File: src/hw/decodePkg.sv
// Decode stage package with field positions, opcodes, sizes and the shared packed structs
`default_nettype none

package decodePkg;

   localparam int dataWidth    = 16;  // Machine word width
   localparam int regCount     = 8;   // General registers R0 to R7
   localparam int regAddrWidth = 3;   // Bits needed to name one register

   // Bit positions of the instruction fields
   localparam int opHi   = 15;  // Five bit major opcode
   localparam int opLo   = 11;
   localparam int grpHi  = 15;  // Three bit prefix shared by all branches
   localparam int grpLo  = 13;
   localparam int condHi = 12;  // Branch condition sits in the low opcode bits
   localparam int condLo = 11;
   localparam int rsHi   = 10;  // First source register
   localparam int rsLo   = 8;
   localparam int rtHi   = 7;   // Second source register
   localparam int rtLo   = 5;

   localparam logic [regAddrWidth-1:0] linkReg = 3'd7;  // Return address goes here

   localparam logic [4:0] opJal  = 5'b00110;  // Jump and link, PC relative
   localparam logic [4:0] opJalr = 5'b00111;  // Jump and link through a register

   localparam logic [2:0] branchGroup = 3'b011;

   // Branch conditions, all tested against Rs
   localparam logic [1:0] condEqz = 2'b00;
   localparam logic [1:0] condNez = 2'b01;
   localparam logic [1:0] condLtz = 2'b10;
   localparam logic [1:0] condGez = 2'b11;

   localparam int linkDepth = 3;  // Decode to writeback is three edges away

   typedef struct packed {
      logic jump;      // Unconditional jump of any kind
      logic halt;      // Halt stops any redirect
      logic regWrite;  // Instruction writes a register later
      logic memRead;
      logic memWrite;
      logic valid;     // Slot holds a real instruction
   } ctrlT;

   typedef struct packed {
      logic                    en;
      logic [regAddrWidth-1:0] addr;
      logic [dataWidth-1:0]    data;
   } wbT;

   typedef struct packed {
      logic valid;  // A jump and link is travelling down the pipe
   } linkRecT;

   typedef struct packed {
      logic [dataWidth-1:0]    reg1Data;
      logic [dataWidth-1:0]    reg2Data;
      logic [dataWidth-1:0]    imm;
      logic [dataWidth-1:0]    pcNow;
      logic [regAddrWidth-1:0] rt;
      ctrlT                    ctrl;
   } idExT;

endpackage

`default_nettype wire

File: src/hw/registerFile.sv
// Register file of eight words with two bypassed read ports and one write port
`default_nettype none

module registerFile (
   input  logic                                clk,
   input  logic                                reset,
   input  logic [decodePkg::regAddrWidth-1:0]  readAddr1,
   input  logic [decodePkg::regAddrWidth-1:0]  readAddr2,
   input  decodePkg::wbT                       write,
   output logic [decodePkg::dataWidth-1:0]     readData1,
   output logic [decodePkg::dataWidth-1:0]     readData2
);
   import decodePkg::*;

   logic [dataWidth-1:0] regs [regCount];  // Architectural state
   logic                 hit1;             // Port 1 reads the word being written
   logic                 hit2;

   // Every register comes out of reset as zero
   always_ff @(posedge clk) begin
      if (reset) begin
         for (int i = 0; i < regCount; i++) begin
            regs[i] <= '0;
         end
      end else if (write.en) begin
         regs[write.addr] <= write.data;
      end
   end

   // A write in the same cycle is forwarded so decode never sees a stale word
   assign hit1 = write.en && (write.addr == readAddr1);
   assign hit2 = write.en && (write.addr == readAddr2);

   assign readData1 = hit1 ? write.data : regs[readAddr1];
   assign readData2 = hit2 ? write.data : regs[readAddr2];

endmodule

`default_nettype wire

File: src/hw/branchResolve.sv
// Branch condition evaluation and fetch redirect select for the decode stage
`default_nettype none

module branchResolve (
   input  logic [decodePkg::dataWidth-1:0] instr,
   input  logic [decodePkg::dataWidth-1:0] operand,
   input  decodePkg::ctrlT                 ctrl,
   output logic                            pcSel
);
   import decodePkg::*;

   logic       isBranch;  // Instruction sits in the branch group
   logic [1:0] cond;
   logic       isZero;
   logic       isNeg;     // Sign bit of Rs
   logic       condMet;

   assign isBranch = (instr[grpHi:grpLo] == branchGroup);
   assign cond     = instr[condHi:condLo];
   assign isZero   = (operand == '0);
   assign isNeg    = operand[dataWidth-1];

   always_comb begin
      unique case (cond)
         condEqz: condMet = isZero;   // Taken when Rs is zero
         condNez: condMet = !isZero;
         condLtz: condMet = isNeg;    // Negative in two's complement
         condGez: condMet = !isNeg;   // Zero counts as not negative
         default: condMet = 1'b0;
      endcase
   end

   // Halt and empty slots never redirect fetch
   assign pcSel = ctrl.valid && !ctrl.halt && (ctrl.jump || (isBranch && condMet));

endmodule

`default_nettype wire

File: src/hw/pipeDelay.sv
// Generic pipeline delay line with advance, flush and a tap on its first stage
`default_nettype none

module pipeDelay #(
   parameter type payloadT = logic,
   parameter int  depth    = 1
) (
   input  logic    clk,
   input  logic    reset,
   input  logic    advance,
   input  logic    flush,
   input  payloadT din,
   output payloadT dout,
   output payloadT firstOut
);

   payloadT stages [depth];  // Stage 0 is the one right after the source

   // Flush has priority over advance so a squashed slot never moves on
   always_ff @(posedge clk) begin
      if (reset || flush) begin
         for (int i = 0; i < depth; i++) begin
            stages[i] <= '0;
         end
      end else if (advance) begin
         stages[0] <= din;
         for (int i = 1; i < depth; i++) begin
            stages[i] <= stages[i-1];  // Shift one stage further down
         end
      end
   end

   assign firstOut = stages[0];
   assign dout     = stages[depth-1];  // Oldest entry

endmodule

`default_nettype wire

File: src/hw/decodeStage.sv
// Decode control with source selection, link tracking and write port arbitration
`default_nettype none

module decodeStage (
   input  logic                               clk,
   input  logic                               reset,
   input  logic [decodePkg::dataWidth-1:0]    instr,
   input  logic [decodePkg::dataWidth-1:0]    pcNow,
   input  decodePkg::ctrlT                    ctrl,
   input  decodePkg::wbT                      wb,
   input  logic                               advance,
   input  logic                               flush,
   output logic [decodePkg::regAddrWidth-1:0] readAddr1,
   output logic [decodePkg::regAddrWidth-1:0] readAddr2,
   output decodePkg::wbT                      rfWrite
);
   import decodePkg::*;

   logic [4:0]              opcode;
   logic [regAddrWidth-1:0] rs;
   logic [regAddrWidth-1:0] rt;
   logic                    isLink;      // Jump and link sitting in decode
   linkRecT                 linkIn;
   linkRecT                 linkFirst;   // Record one stage past decode
   linkRecT                 linkLast;    // Record at writeback
   logic [dataWidth-1:0]    returnAddr;
   logic [dataWidth-1:0]    returnAddrQ; // Return address of the record in stage 1
   logic                    linkWrite;

   assign opcode = instr[opHi:opLo];
   assign rs     = instr[rsHi:rsLo];
   assign rt     = instr[rtHi:rtLo];

   // The PC relative jump and link reads R7 on its first port
   assign readAddr1 = (opcode == opJal) ? linkReg : rs;
   assign readAddr2 = rt;

   assign isLink       = ctrl.valid && ((opcode == opJal) || (opcode == opJalr));
   assign linkIn.valid = isLink;

   // One record per stage from decode down to writeback
   pipeDelay #(
      .payloadT (linkRecT),
      .depth    (linkDepth)
   ) linkLine_i (
      .clk      (clk),
      .reset    (reset),
      .advance  (advance),
      .flush    (flush),
      .din      (linkIn),
      .dout     (linkLast),
      .firstOut (linkFirst)
   );

   assign returnAddr = pcNow + dataWidth'(2);  // Address of the next instruction

   // Captured on the same edge as the record it belongs to
   always_ff @(posedge clk) begin
      if (advance) begin
         returnAddrQ <= returnAddr;
      end
   end

   // R7 is written early, and only while the pipe moves
   assign linkWrite = linkFirst.valid && advance;

   always_comb begin
      rfWrite = wb;                // Normal writeback by default
      if (linkWrite) begin
         rfWrite.en   = 1'b1;      // Link write takes the port outright
         rfWrite.addr = linkReg;
         rfWrite.data = returnAddrQ;
      end else if (linkLast.valid) begin
         rfWrite.en = 1'b0;        // Late writeback of the same jump and link is dropped
      end
   end

endmodule

`default_nettype wire

File: src/hw/decodeUnit.sv
// Decode unit top level joining the stage, register file, branch unit and decode/execute latch
`default_nettype none

module decodeUnit (
   input  logic                            clk,
   input  logic                            reset,
   input  logic [decodePkg::dataWidth-1:0] instr,
   input  logic [decodePkg::dataWidth-1:0] pcNow,
   input  logic [decodePkg::dataWidth-1:0] imm,
   input  decodePkg::ctrlT                 ctrl,
   input  decodePkg::wbT                   wb,
   input  logic                            advance,
   input  logic                            flush,
   output logic                            pcSel,
   output decodePkg::idExT                 idEx
);
   import decodePkg::*;

   logic [regAddrWidth-1:0] readAddr1;
   logic [regAddrWidth-1:0] readAddr2;
   wbT                      rfWrite;   // Arbitrated write request
   logic [dataWidth-1:0]    reg1Data;
   logic [dataWidth-1:0]    reg2Data;
   idExT                    idExNext;  // Payload entering the execute latch

   decodeStage decodeStage_i (
      .clk       (clk),
      .reset     (reset),
      .instr     (instr),
      .pcNow     (pcNow),
      .ctrl      (ctrl),
      .wb        (wb),
      .advance   (advance),
      .flush     (flush),
      .readAddr1 (readAddr1),
      .readAddr2 (readAddr2),
      .rfWrite   (rfWrite)
   );

   registerFile registerFile_i (
      .clk       (clk),
      .reset     (reset),
      .readAddr1 (readAddr1),
      .readAddr2 (readAddr2),
      .write     (rfWrite),
      .readData1 (reg1Data),
      .readData2 (reg2Data)
   );

   // Branches test the first operand, so a jump and link through R7 sees the bypass too
   branchResolve branchResolve_i (
      .instr   (instr),
      .operand (reg1Data),
      .ctrl    (ctrl),
      .pcSel   (pcSel)
   );

   assign idExNext.reg1Data = reg1Data;
   assign idExNext.reg2Data = reg2Data;
   assign idExNext.imm      = imm;
   assign idExNext.pcNow    = pcNow;
   assign idExNext.rt       = instr[rtHi:rtLo];
   assign idExNext.ctrl     = ctrl;

   // Single stage latch, the tap is the same stage as the output
   pipeDelay #(
      .payloadT (idExT),
      .depth    (1)
   ) idExLatch_i (
      .clk      (clk),
      .reset    (reset),
      .advance  (advance),
      .flush    (flush),
      .din      (idExNext),
      .dout     (idEx),
      .firstOut ()
   );

endmodule

`default_nettype wire

File: config.mk
export PLATFORM = sky130hd
export DESIGN_NAME = decodeUnit
export DESIGN_NICKNAME = d
export VERILOG_FILES = /design/src/hw/decodePkg.sv /design/src/hw/registerFile.sv /design/src/hw/branchResolve.sv /design/src/hw/pipeDelay.sv /design/src/hw/decodeStage.sv /design/src/hw/decodeUnit.sv
export SDC_FILE = /design/constraint.sdc
export NUM_CORES = 1
export LEC_CHECK = 0
export BUFFER_PORTS_ARGS = -buffer_cell sky130_fd_sc_hd__clkbuf_2
export CORE_ASPECT_RATIO = 0.6
export CORE_MARGIN = 5
export CORE_UTILIZATION = 52
export DETAILED_ROUTE_END_ITERATION = 7
export HOLD_SLACK_MARGIN = 0.08
export PLACE_DENSITY_LB_ADDON = 0.1
export SLEW_MARGIN = 20
export SYNTH_ARGS = -nofsm -noshare
export SYNTH_HDL_FRONTEND = slang
export SYNTH_SLANG_ARGS = --single-unit
File: constraint.sdc
create_clock -name clk -period 3.1 [get_ports clk]
set_input_delay 0.62 -clock clk [delete_from_list [all_inputs] [get_ports clk]]
set_output_delay 0.62 -clock clk [all_outputs]
set_load 0.01 [all_outputs]
==> run_results.csv <==
group,metric,value,unit
floorplan,num_rows,41,
routing,drt-initial-drc-count,1153,
routing,ant_nets,0,
floorplan,dieArea,0.0244,mm^2
timing,slew_headroom,48.0,%
routing,vias,8675,
routing,wl,34500,um
routing,dr_wl_met2,14500,um
place,place_area,0.0130,mm^2
timing,worstMarginPinSlew,779,ps
yosys,yosys_warnings,0,
clock_tree,root_buffer,"clkbuf_16",
floorplan,ios,152,
clock_tree,clk_path_buf_depth,3,
yosys,synth-edff-count,220,
yosys,synth.yosys.seq_area_share,59.6,%
place,gp_congestion,0.896,
flow_run,maxCapViolCount,0,
power_and_ir_drop,power,7.05,mW
clock_tree,h-tree-depth,1,
cells_and_area,num-fill-cells,1630,
floorplan,initial_core_util,52.8,%
cells_and_area,final_common_cell,"edfxtp_1",
clock_tree,clk-insertion-delay-late,500,ps
timing,fin_ws,-631,ps
cells_and_area,final_cell_mix,"220 x edfxtp_1, 145 x clkbuf_2, 136 x nor2_1, 132 x buf_4, 45 x mux2i_1",
yosys,synth_cell_types,55,
global_routing,grtUsageTotal,28.2,%
global_routing,grt_overflow,0,
yosys,synth-main-ff-cell,"edfxtp_1",
run_status,status,"finished, violations left",
yosys,synthCells,854,
routing,first_pass_iters,5,
power_and_ir_drop,p_leak,5.70,nW
timing,hold_viol,0,
worst_setup_path,cp-end-kind,"output pin",
routing,drc,0,
cells_and_area,fin_util,65.6,%
floorplan,die_w,198,um
cells_and_area,design_area,0.0138,mm^2
timing,min_period_over_period,120,%
floorplan,core-area,0.0210,mm^2
clock_tree,clk_pin_slew_worst_paths,70,ps
clock_tree,cts_tree,"done",
yosys,ys_seq_elements,220,
power_and_ir_drop,power.density,512,mW/mm^2
timing,finClkSkew,9.66,ps
global_routing,grt_pass1_wl,51500,um
cells_and_area,drive_gt1_share,34.7,%
worst_setup_path,cp_max_fo,12,
place,pre_cts_ws,-586,ps
routing,vias_per_cell,6.24,
yosys,async_reset_ff_share,0,%
power_and_ir_drop,ir_drop,0.396,mV
global_routing,grt_antenna_before_repair,1,
global_routing,grt_pass1_vias,8479,
yosys,syn-num-nets,933,
timing,slew_viol_final,0,
routing,wl_met3,4610,um
clock_tree,cts_hold_buf,0,
cells_and_area,num_antenna_cells,0,
cells_and_area,layout.nets,1177,
yosys,synth_area,0.0111,mm^2
floorplan,die_y,123,um
worst_setup_path,crit_type,"reg2out",
cells_and_area,syn_to_final_growth,24.2,%
clock_tree,cts.sinks,220,
worst_setup_path,cp.arrival,3110,ps
worst_setup_path,critPathRequiredTime,2480,ps
timing,rsz0062_at_grt,"yes",
worst_hold_path,hold_path.class,"in2reg",
timing,setup_tns,-631,ps
clock_tree,cts_made_buffers,21,
timing,fin_crit,3730,ps
yosys,avgSynthCellArea,13.0,um^2
timing,max_freq,268,MHz
routing,route.top_layer_used,"met5",
timing,setup-violations-final,1,
routing,wl_per_cell,24.8,um
place,dpl.hpwl,23900,um
run_status,violations,"setup timing",
worst_setup_path,start_kind,"flip-flop",
place,io_buffers,146,
routing,wl_met1,14500,um
global_routing,grt_max_degree,77,
[cell usage after synthesis, types with 3 or more instances]
cell | number | share of area, %
clkbuf_1 | 43 | 1.5
buf_2 | 13 | 0.59
a211oi_1 | 32 | 2.2
a22o_1 | 10 | 0.79
nand2b_1 | 18 | 1.0
nor3_1 | 3 | 0.14
mux4_2 | 32 | 6.5
a21oi_1 | 11 | 0.50
mux2i_1 | 46 | 4.2
mux2_2 | 16 | 1.6
nor2_1 | 139 | 4.7
o21ai_0 | 23 | 1.0
nand2_1 | 33 | 1.1
nand4_1 | 3 | 0.17
nor4_1 | 5 | 0.28
nor2b_1 | 18 | 1.0
buf_6 | 3 | 0.30
xnor2_1 | 12 | 0.95
nand3_1 | 9 | 0.41
inv_1 | 3 | 0.10
buf_1 | 6 | 0.20
a32o_1 | 16 | 1.4
and3_1 | 44 | 2.5
a22oi_1 | 25 | 1.7
o221ai_1 | 16 | 1.3
edfxtp_1 | 220 | 60
and2_1 | 22 | 1.2
[layer usage]
metal	up-vias	GRT usage, %
li1	3782	-
met1	4241	42.5
met2	569	40.2
met3	81	8.99
met4	2	6.36
met5	-	0
[critical path: stages, from the launching register on]
cell and delay (ps):
edfxtp_1 440, and2_4 190, or3_4 340, o22ai_4 200, o2bb2ai_4 80, buf_12 160
buf_12 130, mux2i_2 160, nor4_2 290, nand4_1 210, o211ai_1 250, buf_2 170
[per-stage QoR]
step,hold slack [ps],instances
5_1_grt,316,1391
4_1_cts,319,1391
3_3_place_gp,532,1352
3_5_place_dp,574,1352
2_1_floorplan,528,854
6_report,328,1391
[cells by family (layout without fill, tap and decap cells)]
logic type / count (synthesis) / after routing / synth area share (%)
multiplexers: 96 / 96 / 12.6
AO/OA/AOI/OAI: 146 / 146 / 10.1
buffers and inverters: 70 / 328 / 2.87
AND/OR/NAND/NOR: 307 / 307 / 13.6
adder cells (fa/ha/maj): 1 / 1 / 0.113
flip-flops: 220 / 220 / 59.6
XOR/XNOR: 14 / 14 / 1.11
[final cells by class]
class	instances	area, um^2	share of cell area [%]
Clock buffer	25	541	3.93
Inverter	4	15.0	0.109
Clock inverter	12	133	0.964
Sequential cell	220	6610	48.0
Timing Repair Buffer	287	1900	13.8
Tap cell	279	349	2.54
Multi-Input combinational cell	564	4220	30.6
[worst paths after layout]
kind	start	end	slack [ps]	cells after the start
worst max register to register	decodeStage_i.linkLine_i.stages[0][0]	idExLatch_i.stages[0][41]	480	12
worst min register to register	decodeStage_i.linkLine_i.stages[0][1]	decodeStage_i.linkLine_i.stages[0][2]	580	1
worst max-delay path	decodeStage_i.linkLine_i.stages[0][0]	pcSel	-630	11
worst min-delay path	pcNow[0]	decodeStage_i.returnAddrQ[0]	330	1
[state kept, by name, indices dropped and copies added (netlist names)]
signal and cells:
decodeStage_i.returnAddrQ 16, decodeStage_i.linkLine_i.stages 3, idExLatch_i.stages 73, registerFile_i.regs 128
[where the power goes]
group,internal (mW),switching [mW]
clock,1.49,1.09
combinational,0.425,0.552
sequential,3.42,0.0637
total,5.34,1.71
[timing repair]
action                     CTS  global route
resized for setup            6             3
pin swaps                    5             1
buffers inserted             2             0
setup endpoints to repair    1             1
hold endpoints to repair     0             0
(Power assumes the default switching activity.)
